## src/hdl/vdm_csr_pkg.sv

```systemverilog
package vdm_csr_pkg;

   //----------------------------------------------------------
   // Host port address map
   //----------------------------------------------------------
   localparam int             CSR_ADDR_W  = 9;
   localparam logic [8:0]     CTRL_ADDR   = 9'd0;   // Control and status
   localparam logic [8:0]     HDR_ADDR    = 9'd1;   // Packet header
   localparam int             BUF_SEL_BIT = 8;      // Set for packet buffer
   localparam int             BUF_ADDR_W  = 8;

   // Control register fields
   localparam int             CTRL_RDY_BIT  = 0;    // Message ready, write only
   localparam int             CTRL_BUSY_BIT = 1;    // Engine busy, read only
   localparam int             CTRL_PAD_LSB  = 4;    // 2 bits
   localparam int             CTRL_LEN_LSB  = 6;    // Length in DWORDs

   // Header register fields
   localparam int             HDR_TID_LSB      = 0;    // PCIe target ID, 16 bits
   localparam int             HDR_DEID_LSB     = 16;   // Destination EID
   localparam int             HDR_TAG_LSB      = 24;   // TO bit over 3-bit tag
   localparam int             HDR_NULL_EID_BIT = 28;
   localparam int             HDR_ROUTE_ID_BIT = 29;   // Else route to RC

   localparam int             MSG_LEN_W = 9;

endpackage

```

## src/hdl/vdm_tlp_pkg.sv

```systemverilog
package vdm_tlp_pkg;

   // Fragmentation
   localparam int          MTU_DW     = 16;     // Baseline MTU in DWORDs
   localparam int          FRAG_LEN_W = 5;
   localparam int          GAP_CYCLES = 64;     // Idle cycles between fragments

   //----------------------------------------------------------
   // PCIe VDM and MCTP header constants
   //----------------------------------------------------------
   localparam logic [3:0]  MCTP_HDR_VER  = 4'h1;
   localparam logic [15:0] VDM_VENDOR_ID = 16'h1AB4;
   localparam logic [7:0]  VDM_MSG_CODE  = 8'h7F;      // Vendor defined type 1
   localparam logic [4:0]  TLP_FMT_TYPE  = 5'h0E;      // Message with data, 4DW header
   localparam logic [2:0]  ROUTE_RC      = 3'd0;
   localparam logic [2:0]  ROUTE_ID      = 3'd2;

   // Master port
   localparam int          MSTR_ADDR_W = 21;
   localparam logic [3:0]  MARK_OFS    = 4'h0;     // SOP and EOP markers
   localparam logic [3:0]  DATA_OFS    = 4'h8;     // Headers and payload

   //----------------------------------------------------------
   // Fragment transmit states
   //----------------------------------------------------------
   typedef enum logic [2:0] {
      ST_IDLE  = 3'd0,
      ST_SOP   = 3'd1,
      ST_HDR1  = 3'd2,
      ST_HDR2  = 3'd3,
      ST_PLOAD = 3'd4,
      ST_EOP   = 3'd5,
      ST_GAP   = 3'd6
   } egrs_state_e;

endpackage

```

## src/hdl/egrs_csr.sv

```systemverilog
module egrs_csr (
   input  logic                                clk,
   input  logic                                reset,
   input  logic [vdm_csr_pkg::CSR_ADDR_W-1:0]  slv_addr_i,
   input  logic                                slv_write_i,
   input  logic                                slv_read_i,
   input  logic [31:0]                         slv_wrdata_i,
   input  logic [7:0]                          src_eid_i,
   input  vdm_tlp_pkg::egrs_state_e            state_i,
   output logic [31:0]                         slv_rddata_o,
   output logic                                slv_rddvld_o,
   output logic                                slv_waitreq_o,
   output logic                                msg_rdy_o,
   output logic [vdm_csr_pkg::MSG_LEN_W-1:0]   msg_len_o,
   output logic [1:0]                          pad_len_o,
   output logic [15:0]                         tid_o,
   output logic [7:0]                          deid_o,
   output logic [3:0]                          tag_o,
   output logic [7:0]                          seid_o,
   output logic [2:0]                          route_o,
   output logic                                buf_we_o,
   output logic [vdm_csr_pkg::BUF_ADDR_W-1:0]  buf_waddr_o,
   output logic [31:0]                         buf_wdata_o
);
   logic idle;       // Message contents may change
   logic ctrl_wr;
   logic hdr_wr;
   logic by_id;

   assign idle    = (state_i == vdm_tlp_pkg::ST_IDLE) && !msg_rdy_o;
   assign ctrl_wr = idle && slv_write_i && (slv_addr_i == vdm_csr_pkg::CTRL_ADDR);
   assign hdr_wr  = idle && slv_write_i && (slv_addr_i == vdm_csr_pkg::HDR_ADDR);
   assign by_id   = slv_wrdata_i[vdm_csr_pkg::HDR_ROUTE_ID_BIT];

   always_ff @(posedge clk, posedge reset) begin
      if (reset) begin
         msg_rdy_o <= 1'b0;
         msg_len_o <= '0;
         pad_len_o <= '0;
         tid_o     <= '0;
         deid_o    <= '0;
         tag_o     <= '0;
         seid_o    <= '0;
         route_o   <= vdm_tlp_pkg::ROUTE_RC;
      end else begin
         msg_rdy_o <= ctrl_wr && slv_wrdata_i[vdm_csr_pkg::CTRL_RDY_BIT];   // One cycle
         if (ctrl_wr) begin
            msg_len_o <= slv_wrdata_i[vdm_csr_pkg::CTRL_LEN_LSB +: vdm_csr_pkg::MSG_LEN_W];
            pad_len_o <= slv_wrdata_i[vdm_csr_pkg::CTRL_PAD_LSB +: 2];
         end
         // Routing and null EID resolved here
         if (hdr_wr) begin
            tid_o   <= by_id ? slv_wrdata_i[vdm_csr_pkg::HDR_TID_LSB +: 16] : 16'd0;
            deid_o  <= slv_wrdata_i[vdm_csr_pkg::HDR_DEID_LSB +: 8];
            tag_o   <= slv_wrdata_i[vdm_csr_pkg::HDR_TAG_LSB +: 4];
            seid_o  <= slv_wrdata_i[vdm_csr_pkg::HDR_NULL_EID_BIT] ? 8'd0 : src_eid_i;
            route_o <= by_id ? vdm_tlp_pkg::ROUTE_ID : vdm_tlp_pkg::ROUTE_RC;
         end
      end
   end

   // Fixed latency status read
   always_ff @(posedge clk, posedge reset) begin
      if (reset) begin
         slv_waitreq_o <= 1'b1;
         slv_rddvld_o  <= 1'b0;
         slv_rddata_o  <= '0;
      end else begin
         slv_waitreq_o <= 1'b0;
         slv_rddvld_o  <= slv_read_i;
         slv_rddata_o  <= 32'(!idle) << vdm_csr_pkg::CTRL_BUSY_BIT;
      end
   end

   assign buf_we_o    = idle && slv_write_i && slv_addr_i[vdm_csr_pkg::BUF_SEL_BIT];
   assign buf_waddr_o = slv_addr_i[vdm_csr_pkg::BUF_ADDR_W-1:0];
   assign buf_wdata_o = slv_wrdata_i;

   // FSM must still be idle when the start pulse arrives
   a_rdy_in_idle : assert property (@(posedge clk) disable iff (reset)
      msg_rdy_o |-> state_i == vdm_tlp_pkg::ST_IDLE);

endmodule

```

## config.mk

```make
export PLATFORM = sky130hd
export DESIGN_NAME = egrs_csr
export DESIGN_NICKNAME = d
export VERILOG_FILES = /design/src/hdl/vdm_csr_pkg.sv /design/src/hdl/vdm_tlp_pkg.sv /design/src/hdl/egrs_csr.sv
export SDC_FILE = /design/constraint.sdc
export NUM_CORES = 1
export LEC_CHECK = 0
export BUFFER_PORTS_ARGS = -buffer_cell sky130_fd_sc_hd__buf_2
export CAP_MARGIN = 20
export CORE_AREA = 2 2 91 93
export CTS_CLUSTER_SIZE = 25
export DETAILED_ROUTE_END_ITERATION = 8
export DIE_AREA = 0 0 93 95
export GPL_TIMING_DRIVEN = 0
export HOLD_SLACK_MARGIN = 0.12
export PLACE_DENSITY = 0.68
export SKIP_LAST_GASP = 1
export SYNTH_ARGS = -nofsm -noshare
export SYNTH_HDL_FRONTEND = slang
export SYNTH_SLANG_ARGS = --single-unit
```

## constraint.sdc

```tcl
create_clock -name clk -period 2.25 [get_ports clk]
set_clock_uncertainty 0.05 [all_clocks]
set_input_delay 0 -clock clk [delete_from_list [all_inputs] [get_ports clk]]
set_output_delay 0 -clock clk [all_outputs]
set_load 0.03 [all_outputs]
```

## Word-level counts from Yosys, hierarchy flattened

Index checks and enable logic that the tools add are counted.

| word-level totals | value |
|---|---|
| bits in read-only memories | 0 |
| input bits | 56 |
| memories | 0 |
| bits in registers | 54 |
| memory bits (writable) | 0 |
| output and inout bits | 126 |
| latch bits | 0 |

| operators by class | value |
|---|---|
| reductions and logical operators | 10 |
| multiply operators | 0 |
| shifts and indexed selects | 0 |
| order comparisons | 0 |
| add/sub/neg operators | 0 |
| divide/modulo/power cells | 0 |
| muxes and demuxes | 3 |
| eq/ne operators | 1 |
| bitwise operators | 0 |

Operator list:

| cell | number |
|---|---|
| $mux 16 | 1 |
| $eq 9x1->1 const B | 1 |
| $logic_not 9->1 | 1 |
| $mux 8 | 1 |
| $logic_and 1x1->1 | 6 |
| $logic_not 3->1 | 1 |
| $logic_not 1->1 | 2 |
| $mux 2 | 1 |

## Depth between registers and ports, before layout

Gate-level depths: netlist (run 1).

| logic depth | value |
|---|---|
| depth in word-level cells | 5 |
| mapped depth | 5 |

## Worst setup path before layout (run 1)

Ideal clock, no wire load.

| timing | value |
|---|---|
| path type | reg2reg |
| start | register msg_rdy_o |
| end | register seid_o[4] |
| path slack | 164 ps |
| cell stages (with the launch flop) | 6 |
| data arrival time | 1911 ps |
| period minus slack after synthesis | 2086 ps |
| data required time | 2075 ps |
| library setup time | 125 ps |
| buffers on the path | 2 |
| cell sequence | dfrtp_1 > or4_4 > nor4_1 > buf_2 > buf_4 > mux2_2 |

| on the way | value |
|---|---|
| cells in the longest elaborated chain, start to end | 4 |

Ends and longest elaborated chain:

| element | line | text |
|---|---|---|
| start: declaration | egrs_csr.sv:13 | `output logic msg_rdy_o,` |
| start signal: assignment | egrs_csr.sv:46 | `msg_rdy_o <= ctrl_wr && slv_wrdata_i[vdm_csr_pkg::CTRL_RDY_BIT];` |
| $logic_not 1->1 | egrs_csr.sv:30 | `assign idle = (state_i == vdm_tlp_pkg::ST_IDLE) && !msg_rdy_o;` |
| $logic_and 1x1->1 | egrs_csr.sv:30 |  |
| $logic_and 1x1->1 (2 in a row) | egrs_csr.sv:32 | `assign hdr_wr = idle && slv_write_i && (slv_addr_i == vdm_csr_pkg::HDR_ADDR);` |
| end signal: assignment | egrs_csr.sv:56 | `seid_o <= slv_wrdata_i[vdm_csr_pkg::HDR_NULL_EID_BIT] ? 8'd0 : src_eid_i;` |
| end: declaration | egrs_csr.sv:19 | `output logic [7:0] seid_o,` |

No other way between the ends.
A chain may end at the register's enable or synchronous reset.

## Final worst setup path (run 1)

| timing | value |
|---|---|
| start | input port state_i[2] |
| end | register seid_o[4] |

| on the way | value |
|---|---|
| cells in the longest elaborated chain, start to end | 4 |

Ends and longest elaborated chain:

| element | line | text |
|---|---|---|
| start: declaration | egrs_csr.sv:9 | `input vdm_tlp_pkg::egrs_state_e state_i,` |
| $logic_not 3->1 | egrs_csr.sv:30 |  |
| $logic_and 1x1->1 | egrs_csr.sv:30 |  |
| $logic_and 1x1->1 (2 in a row) | egrs_csr.sv:32 |  |

No other way between the ends.

==> qor.tcl, run 1 <==
set qor(run_status) {finished clean}
set qor(multi_input_area_um2) 861
set qor(yosys_most_used_dff) {dfrtp_1}
set qor(fin_worst_hold_slack_ps) 145
set qor(synth.avg_cell_area_um2) 11.6
set qor(die_area_mm2) 0.00884
set qor(leakage_power_nw) 2.49
set qor(yosysSeqAreaShare) 0.482
set qor(total_power_mw) 1.97
set qor(detailroute.via_count) 2248
set qor(post_synth_edffs) 0
set qor(whs_path_depth) 4
set qor(number_of_slew_limit_violations_in_the_final_report) 0
set qor(grt-ovfl-total) 0
set qor(synth-warning-count) 0
set qor(worst-endpoint-required_ps) 2390
set qor(initial_utilization) 0.341
set qor(maximum_root_to_sink_buffer_count) 2
set qor(cts_root_buf) {clkbuf_8}
set qor(rr_worst_depth) 5
set qor(cap_violations) 0
set qor(synth_async_sr_flop_share) 1.00
set qor(std_cell_rows) 33
set qor(post_synth_main_area_contributors) {dfrtp_1, buf_4, mux2_2}
set qor(tightest_slew_ps) 577
set qor(layout.cells.most_common) {buf_2}
set qor(max-slew-margin-rel) 0.614
set qor(timing_hold_violations_final) 0
set qor(final_stage_net_count) 526
set qor(totalNegativeSetupSlack_ps) 0
set qor(timing_worst_setup_path_type) {in -> reg}
set qor(number_of_violations_reported_at_the_end_of_detailed_routing_iteration_0) 40
set qor(yosysTopAreaCell) {dfrtp_1}
set qor(synth_cells) 233
set qor(number_of_global_route_vias_before_repair) 2224
set qor(maximum_fanout_along_the_worst_path) 10
set qor(layout_common_cells) {buf_2, buf_4, dfrtp_1, dlygate4sd3_1, conb_1}
set qor(cts_tree) {done}
set qor(clock_sink_count) 52
set qor(htreeDepth) 2
set qor(setup_repair_after_global_routing_missed_its_margin) {no}
set qor(mappedNetlistArea_mm2) 0.00270
set qor(area.sequential_mm2) 0.00130
set qor(first_pass_grt_wire_length_mm) 10.3
set qor(post_drt_via_cell_ratio) 3.90
set qor(post-route-worst-setup-slack_ps) 171
set qor(share_of_post_route_cells_with_drive_strength_above_1) 0.561
set qor(synth_unique_cells) 19
set qor(die_w_um) 93
set qor(drt_drc_violations_left) 0
set qor(holdCritPathClass) {in -> reg}
set qor(pre_cts_ws_ps) 109
set qor(die-height_um) 95
set qor(post_dp_hpwl_mm) 4.67
set qor(number_of_buffers_added_by_the_clock_tree_synthesis_step) 5
set qor(setup-violations-final) 0
set qor(synth-seq-cells) 52
set qor(vdd_ir_drop_max_mv) 0.250
set qor(floorplan.io_pins) 182
set qor(wl_per_cell_um) 11.6
set qor(portBuffers) 145
set qor(antenna_violations_before_repair) 0
set qor(wirelength_mm) 6.68
set qor(drtPass1Iterations) 4
set qor(timing.critical_path.to_type) {flop}
set qor(cts.clk_slew.worst_paths_ps) 90
set qor(core_mm2) 0.00793
set qor(groute.usage.overall) 0.147
set qor(crit_arrival_ps) 2220
set qor(timing.critical_path.from_type) {primary input}
set qor(layout_worst_path_cycle_share) 0.924
set qor(gpl.final_weighted_congestion) 0.691
set qor(grt_max_degree) 28
set qor(yosys.area.top_type_share) 0.472
set qor(clock.fmax_mhz) 481
set qor(flow.area_growth_from_synthesis_pct) 59.4
set qor(timing.reg2reg.setup_slack_ps) 200
set qor(detail-route-antenna-nets) 0
set qor(filler_cell_count) 724
set qor(n_antenna_cell) 0
set qor(power_density_mw_per_mm2) 458
set qor(insertion_delay_ps) 290
set qor(finalWorstPathRequiredPeriod_ps) 2080
-- worst paths after layout --
path,startpoint,endpoint
min in group asynchronous,reset,tid_o[1]$_DFFE_PP0P_
hold reg to reg,seid_o[3]$_DFFE_PP0P_,seid_o[3]$_DFFE_PP0P_
max in group asynchronous,reset,slv_waitreq_o$_DFF_PP1_
setup / recovery,state_i[2],seid_o[4]$_DFFE_PP0P_
hold / removal,slv_write_i,msg_len_o[6]$_DFFE_PP0P_
setup reg to reg,msg_rdy_o$_DFF_PP0_,seid_o[4]$_DFFE_PP0P_
-- stage by stage --
stage / util / cell area, µm² / instances
floorplan: - / 2830 / 266
global placement: 0.464 / 3680 / 516
detailed placement: 0.467 / 3700 / 517
CTS: 0.543 / 4300 / 576
global route: 0.543 / 4310 / 576
finish: 0.543 / 4310 / 576
-- metal layers --
layer,vias up,GRT usage,part of all wire
met4,0,0.0453,0.012
li1,1104,-,-
met2,86,0.287,0.56
met1,1052,0.160,0.38
met5,-,0,0
met3,6,0.0271,0.046
-- power by group --
group,internal (mW),switching [mW],total (mW)
registers,0.941,0.00252,0.943
logic,0.218,0.268,0.486
clock network,0.252,0.291,0.543
-- registers in the layout, indices dropped and copies added (netlist names) --
name	count
deid_o	8
msg_len_o	9
msg_rdy_o	1
pad_len_o	2
route_o	1
seid_o	8
slv_rddata_o	1
slv_rddvld_o	1
slv_waitreq_o	1
tag_o	4
tid_o	16
-- cells in the mapped netlist, types with 2 or more instances --
library cell / n
buf_4: 76
dfrtp_1: 51
mux2_2: 20
inv_1: 18
nand2_1: 18
mux2i_1: 16
mux2_4: 9
nor2b_1: 8
mux2_1: 3
or4_4: 3
clkbuf_1: 2
nor2_1: 2
-- critical path, cell delays in order --
cell and delay (ps):
dlygate4sd3_1 540, buf_2 120, or4_4 490, nor4_1 250, buf_4 240, buf_4 230
mux2_2 350
-- cell families (layout without fill, tap and decap cells) --
| group | Yosys count | in the layout | share of synthesized area |
|---|---|---|---|
| buffers and inverters | 98 | 303 | 0.245 |
| and+or+nand+nor | 34 | 34 | 0.0662 |
| muxes | 48 | 48 | 0.205 |
| other | 1 | 34 | 0.00139 |
| DFF | 52 | 52 | 0.482 |
-- cell type report --
type	instances	share of cell area
Tap cell	105	0.0305
Sequential cell	52	0.303
Buffer	80	0.139
Timing Repair Buffer	197	0.292
Multi-Input combinational cell	116	0.200
Inverter	18	0.0157
Clock buffer	8	0.0209
-- repair_timing --
| item | CTS | global route |
|---|---|---|
| hold endpoints to repair | 75 | 0 |
| hold buffers | 51 | 0 |
| endpoints found under the setup margin | 0 | 14 |
| buffers inserted | 0 | 0 |
| gates resized for setup | 0 | 2 |
Note: power is estimated with default switching activity, not from simulation.
==> run 2, diff against run 1 <==
--- a/config.mk
+++ b/config.mk
@@ -5,15 +5,15 @@
 export SDC_FILE = /design/constraint.sdc
 export NUM_CORES = 1
 export LEC_CHECK = 0
-export BUFFER_PORTS_ARGS = -buffer_cell sky130_fd_sc_hd__buf_2
 export CAP_MARGIN = 20
 export CORE_AREA = 2 2 91 93
 export CTS_CLUSTER_SIZE = 25
 export DETAILED_ROUTE_END_ITERATION = 8
 export DIE_AREA = 0 0 93 95
+export DONT_BUFFER_PORTS = 1
 export GPL_TIMING_DRIVEN = 0
 export HOLD_SLACK_MARGIN = 0.12
-export PLACE_DENSITY = 0.68
+export PLACE_DENSITY = 0.48
 export SKIP_LAST_GASP = 1
 export SYNTH_ARGS = -nofsm -noshare
 export SYNTH_HDL_FRONTEND = slang
==> qor.tcl, run 2 (synthesized netlist as in run 1, its figures left out) <==
set qor(run_status) {finished clean}
set qor(portBuffers) 0
set qor(wl_per_cell_um) 14.0
set qor(die-height_um) 95
set qor(power.clock.fraction) 0.293
set qor(number_of_flip_flops_in_the_largest_register) 16
set qor(number_of_global_route_vias_before_repair) 1816
set qor(initial_utilization) 0.341
set qor(die_w_um) 93
set qor(clock.fmax_mhz) 455
set qor(crit_top_cell) {or4_4}
set qor(power.sequential.fraction) 0.497
set qor(setup-violations-final) 0
set qor(tightest_slew_ps) 547
set qor(groute.usage.overall) 0.132
set qor(floorplan.io_pins) 182
set qor(post_dp_hpwl_mm) 3.94
set qor(maximum_fanout_along_the_worst_path) 10
set qor(timing_worst_setup_path_type) {reg -> reg}
set qor(timing.critical_path.cells) {or4_4 > or4_4 > buf_6 > mux2_4}
set qor(flow.area_growth_from_synthesis_pct) 36.7
set qor(core_mm2) 0.00793
set qor(timing.critical_path.from_type) {flop}
set qor(htreeDepth) 2
set qor(vdd_ir_drop_max_mv) 0.265
set qor(n_antenna_cell) 0
set qor(number_of_slew_limit_violations_in_the_final_report) 0
set qor(reg.largest.list) {tid_o x16, msg_len_o x9}
set qor(timing_hold_violations_final) 0
set qor(power_density_mw_per_mm2) 522
set qor(internal-power_mw) 1.36
set qor(leakage_power_nw) 1.93
set qor(drtPass1Iterations) 4
set qor(max-slew-margin-rel) 0.634
set qor(crit_arrival_ps) 2340
set qor(top_register) {tid_o}
set qor(drt_drc_violations_left) 0
set qor(gpl.final_weighted_congestion) 0.656
set qor(grt-ovfl-total) 0
set qor(cap_violations) 0
set qor(grt_max_degree) 31
set qor(first_pass_grt_wire_length_mm) 9.02
set qor(worst_path_max_delay_cell) {or4_4}
set qor(wirelength_mm) 6.20
set qor(final_stage_net_count) 392
set qor(share_of_post_route_cells_with_drive_strength_above_1) 0.368
set qor(cts_tree) {done}
set qor(cts_root_buf) {clkbuf_8}
set qor(number_of_violations_reported_at_the_end_of_detailed_routing_iteration_0) 15
set qor(p_sw_frac) 0.295
set qor(layout.cells.most_common) {buf_4}
set qor(p_comb_frac) 0.210
set qor(antenna_violations_before_repair) 0
set qor(cts.clk_slew.worst_paths_ps) 100
set qor(insertion_delay_ps) 300
set qor(detail-route-antenna-nets) 0
set qor(filler_cell_count) 745
set qor(finalWorstPathRequiredPeriod_ps) 2200
set qor(holdCritPathClass) {in -> async}
set qor(layout_common_cells) {buf_4, dlygate4sd3_1, dfrtp_1}
set qor(std_cell_rows) 33
set qor(fin_worst_hold_slack_ps) 121
set qor(total_power_mw) 1.93
set qor(maximum_root_to_sink_buffer_count) 2
set qor(timing.critical_path.to_type) {flop}
set qor(setup_repair_after_global_routing_missed_its_margin) {no}
set qor(die_area_mm2) 0.00884
set qor(clock_sink_count) 52
set qor(worst-endpoint-required_ps) 2390
set qor(detailroute.via_count) 1787
set qor(layout_worst_path_cycle_share) 0.976
set qor(post_drt_via_cell_ratio) 4.04
set qor(power_switching_mw) 0.570
set qor(cp_slowest_stage_delay_ps) 540
set qor(number_of_buffers_added_by_the_clock_tree_synthesis_step) 5
## run 2: changes by cell type in the layout (fill, tap and decap cells not counted)
cell / change
nor4_2: +1
nor4_1: -1
dlygate4sd3_1: +9
buf_2: -145
buf_4: +2
clkbuf_1: -2
clkinv_2: +2
## run 2: critical path, delay by kind of cell, from the launching register on
kind | cells | cell delay, ps
buf+inv | 1 | 190
flops | 1 | 510
mux | 1 | 300
simple gates | 2 | 1040
## run 2: path summary, 6_finish.rpt
path,slack [ps],endpoint,cells after the start,from
setup reg to reg,50,msg_len_o[4]$_DFFE_PP0P_,4,msg_rdy_o$_DFF_PP0_
hold / removal,120,tid_o[2]$_DFFE_PP0P_,2,reset
hold reg to reg,640,tid_o[6]$_DFFE_PP0P_,2,tid_o[6]$_DFFE_PP0P_
min in group clk,120,buf_we_o,2,slv_addr_i[8]
setup / recovery,50,msg_len_o[4]$_DFFE_PP0P_,4,msg_rdy_o$_DFF_PP0_
max in group asynchronous,1480,tid_o[10]$_DFFE_PP0P_,3,reset
## run 2: layout make-up
| cell class | count | area (µm²) | area share |
|---|---|---|---|
| inverter | 18 | 67.6 | 0.0183 |
| timing repair buffer | 63 | 636 | 0.172 |
| tap | 105 | 131 | 0.0356 |
| sequential | 52 | 1300 | 0.353 |
| buffer | 80 | 597 | 0.162 |
| clock inverter | 2 | 10.0 | 0.00271 |
| clock buffer | 6 | 82.6 | 0.0224 |
| multi-input combinational | 116 | 867 | 0.235 |
## run 2: through the flow
stage               TNS [ps]  cells  utilization  setup slack, ps  instance area, µm²
finish                     0    442        0.466             53.7                3690
global route               0    442        0.466             7.92                3690
CTS                        0    442        0.465             44.3                3690
detailed placement     -1280    372        0.375             -118                2980
global placement       -1460    371        0.373             -135                2960
floorplan                  0    266            -              164                2830
## run 2: power groups by stage
stage                     Clock, mW  Sequential (mW)  Combinational [mW]
after floorplan                   0            0.976               0.288
after global placement            0            0.977               0.303
after detailed placement          0            0.977               0.308
after CTS                     0.597            0.959               0.404
after global routing          0.629            0.960               0.435
final                         0.565            0.959               0.406
## run 2: what timing repair did
item | CTS | global route
setup endpoints to repair | 14 | 13
endpoints found under the hold margin | 143 | 0
setup buffers | 2 | 0
gates resized for setup | 1 | 1
hold buffers | 60 | 0
## run 2: metal layers
metal / vias up / part of all wire / global-route usage
li1: 836 / - / -
met1: 825 / 0.38 / 0.156
met2: 111 / 0.48 / 0.218
met3: 15 / 0.11 / 0.0551
met4: 0 / 0.025 / 0.0441
met5: - / 0 / 0
==> run 3, diff against run 2 <==
--- a/config.mk
+++ b/config.mk
@@ -6,14 +6,13 @@
 export NUM_CORES = 1
 export LEC_CHECK = 0
 export CAP_MARGIN = 20
-export CORE_AREA = 2 2 91 93
+export CORE_AREA = 2 2 107 109
 export CTS_CLUSTER_SIZE = 25
 export DETAILED_ROUTE_END_ITERATION = 8
-export DIE_AREA = 0 0 93 95
+export DIE_AREA = 0 0 109 111
 export DONT_BUFFER_PORTS = 1
 export GPL_TIMING_DRIVEN = 0
 export HOLD_SLACK_MARGIN = 0.12
-export PLACE_DENSITY = 0.48
 export SKIP_LAST_GASP = 1
 export SYNTH_ARGS = -nofsm -noshare
 export SYNTH_HDL_FRONTEND = slang
==> qor.tcl, run 3 (synthesized netlist as in run 1, its figures left out) <==
set qor(run_status) {finished clean}
set qor(detail-route-antenna-nets) 0
set qor(antenna_violations_before_repair) 0
set qor(number_of_slew_limit_violations_in_the_final_report) 0
set qor(number_of_violations_reported_at_the_end_of_detailed_routing_iteration_0) 50
set qor(flow.area_growth_from_synthesis_pct) 38.8
set qor(post-route-worst-setup-slack_ps) 117
set qor(tightest_slew_ps) 567
set qor(die-height_um) 111
set qor(htreeDepth) 2
set qor(cts_tree) {done}
set qor(number_of_flip_flops_in_the_largest_register) 16
set qor(detailroute.via_count) 1763
set qor(clock_sink_count) 52
set qor(setup_repair_after_global_routing_missed_its_margin) {no}
set qor(clock.fmax_mhz) 469
set qor(worst_path_max_delay_cell) {dfrtp_2}
set qor(cts_root_buf) {clkbuf_16}
set qor(drtPass1Iterations) 4
set qor(postPlaceCellArea_mm2) 0.00302
set qor(reg.largest.list) {tid_o x16, msg_len_o x9}
set qor(layout_common_cells) {buf_4, dlygate4sd3_1, dfrtp_1}
set qor(die_w_um) 109
set qor(min_from) {slv_wrdata_i[29]}
set qor(initial_utilization) 0.244
set qor(timing.critical_path.cells) {or4_4 > nor4_1 > buf_4 > buf_4 > mux2_1}
set qor(wl_per_cell_um) 13.5
set qor(maximum_fanout_along_the_worst_path) 10
set qor(post_drt_via_cell_ratio) 3.70
set qor(layout.cells.most_common) {buf_4}
set qor(grt-ovfl-total) 0
set qor(delay_heaviest_family_cp) {simple AND/OR/NAND/NOR gates}
set qor(timing.critical_path.from_type) {flop}
set qor(gpl.final_weighted_congestion) 0.683
set qor(cp_slowest_stage_delay_ps) 480
set qor(vdd_ir_drop_max_mv) 0.331
set qor(crit_top_cell) {buf_4}
set qor(cap_violations) 0
set qor(timing.reg2reg.setup_slack_ps) 120
set qor(pre_cts_ws_ps) -123
set qor(finalWorstPathRequiredPeriod_ps) 2130
set qor(top_register) {tid_o}
set qor(crit_arrival_ps) 2250
set qor(final_stage_net_count) 388
set qor(max-slew-margin-rel) 0.621
set qor(layout.cell_area.non_filler_mm2) 0.00375
set qor(number_of_buffers_added_by_the_clock_tree_synthesis_step) 5
set qor(std_cell_rows) 39
set qor(filler_cell_count) 1090
set qor(fin_worst_hold_slack_ps) 95.3
set qor(worst_r2r_startpoint) {msg_rdy_o$_DFF_PP0_}
set qor(whs_path_depth) 3
set qor(fin_cells) 476
set qor(critical_path_buf_inv_count) 2
set qor(groute.usage.overall) 0.101
set qor(post_dp_hpwl_mm) 4.38
set qor(number_of_global_route_vias_before_repair) 1780
set qor(totalNegativeSetupSlack_ps) 0
set qor(timing_hold_violations_final) 0
set qor(layout_worst_path_cycle_share) 0.948
set qor(core_mm2) 0.0111
set qor(insertion_delay_ps) 280
set qor(rr_worst_depth) 5
set qor(total_power_mw) 2.13
set qor(holdPathEnd) {tid_o[11]$_DFFE_PP0P_}
set qor(timing.critical_path.to_type) {flop}
set qor(wirelength_mm) 6.42
set qor(die_area_mm2) 0.0121
set qor(holdCritPathClass) {in -> reg}
set qor(share_of_post_route_cells_with_drive_strength_above_1) 0.366
set qor(setup-violations-final) 0
set qor(placedCellCount) 410
set qor(n_antenna_cell) 0
set qor(worst-endpoint-required_ps) 2360
set qor(floorplan.io_pins) 182
set qor(portBuffers) 0
set qor(grt_max_degree) 29
set qor(first_pass_grt_wire_length_mm) 9.30
set qor(maximum_root_to_sink_buffer_count) 2
set qor(leakage_power_nw) 1.94
set qor(drt_drc_violations_left) 0
set qor(r2r-end) {seid_o[3]$_DFFE_PP0P_}
set qor(power_density_mw_per_mm2) 567
set qor(timing_worst_setup_path_type) {reg -> reg}
set qor(cts.clk_slew.worst_paths_ps) 70
set qor(final_core_util) 0.339
run 3: worst max-delay path by stage:
stage / startpoint / end / cells after the start
6_report: msg_rdy_o$_DFF_PP0_ / seid_o[3]$_DFFE_PP0P_ / 5
3_3_place_gp: msg_rdy_o$_DFF_PP0_ / seid_o[4]$_DFFE_PP0P_ / 5
4_1_cts: msg_rdy_o$_DFF_PP0_ / seid_o[3]$_DFFE_PP0P_ / 5
2_1_floorplan: msg_rdy_o$_DFF_PP0_ / seid_o[4]$_DFFE_PP0P_ / 5
5_1_grt: msg_rdy_o$_DFF_PP0_ / seid_o[5]$_DFFE_PP0P_ / 5
3_5_place_dp: msg_rdy_o$_DFF_PP0_ / seid_o[3]$_DFFE_PP0P_ / 5
run 3: cell type report:
type | count | area (µm²) | share of cell area
plain buffers | 80 | 597 | 0.159
clock buffers | 8 | 146 | 0.0390
inverters | 18 | 67.6 | 0.0180
multi-input cells | 116 | 861 | 0.230
flip-flops and latches | 52 | 1300 | 0.348
well taps | 143 | 179 | 0.0477
repair buffers | 59 | 596 | 0.159
run 3: worst min-delay path, delay by kind of cell:
family	cells	cell delay, ps
multiplexers	1	60
buffers and inverters	1	210
AND/OR/NAND/NOR	1	110
run 3: timing repair:
| item | 4_1_cts | 5_1_grt |
|---|---|---|
| resized for setup | 1 | 1 |
| endpoints found under the hold margin | 143 | 0 |
| buffers inserted | 2 | 0 |
| setup endpoints to repair | 14 | 4 |
| hold buffers | 56 | 0 |
run 3: layer usage:
| metal | GRT usage | part of all wire |
|---|---|---|
| met1 | 0.103 | 0.36 |
| met3 | 0.0347 | 0.097 |
| met4 | 0.0231 | 0.0069 |
| met2 | 0.191 | 0.53 |
| met5 | 0 | 0 |
run 3: where the power goes:
group	switching (mW)	total (mW)	leakage [nW]	internal, mW
logic	0.235	0.402	1.24	0.167
registers	0.0177	0.959	0.631	0.942
clock network	0.321	0.766	0.0712	0.445
total	0.574	2.13	1.94	1.55
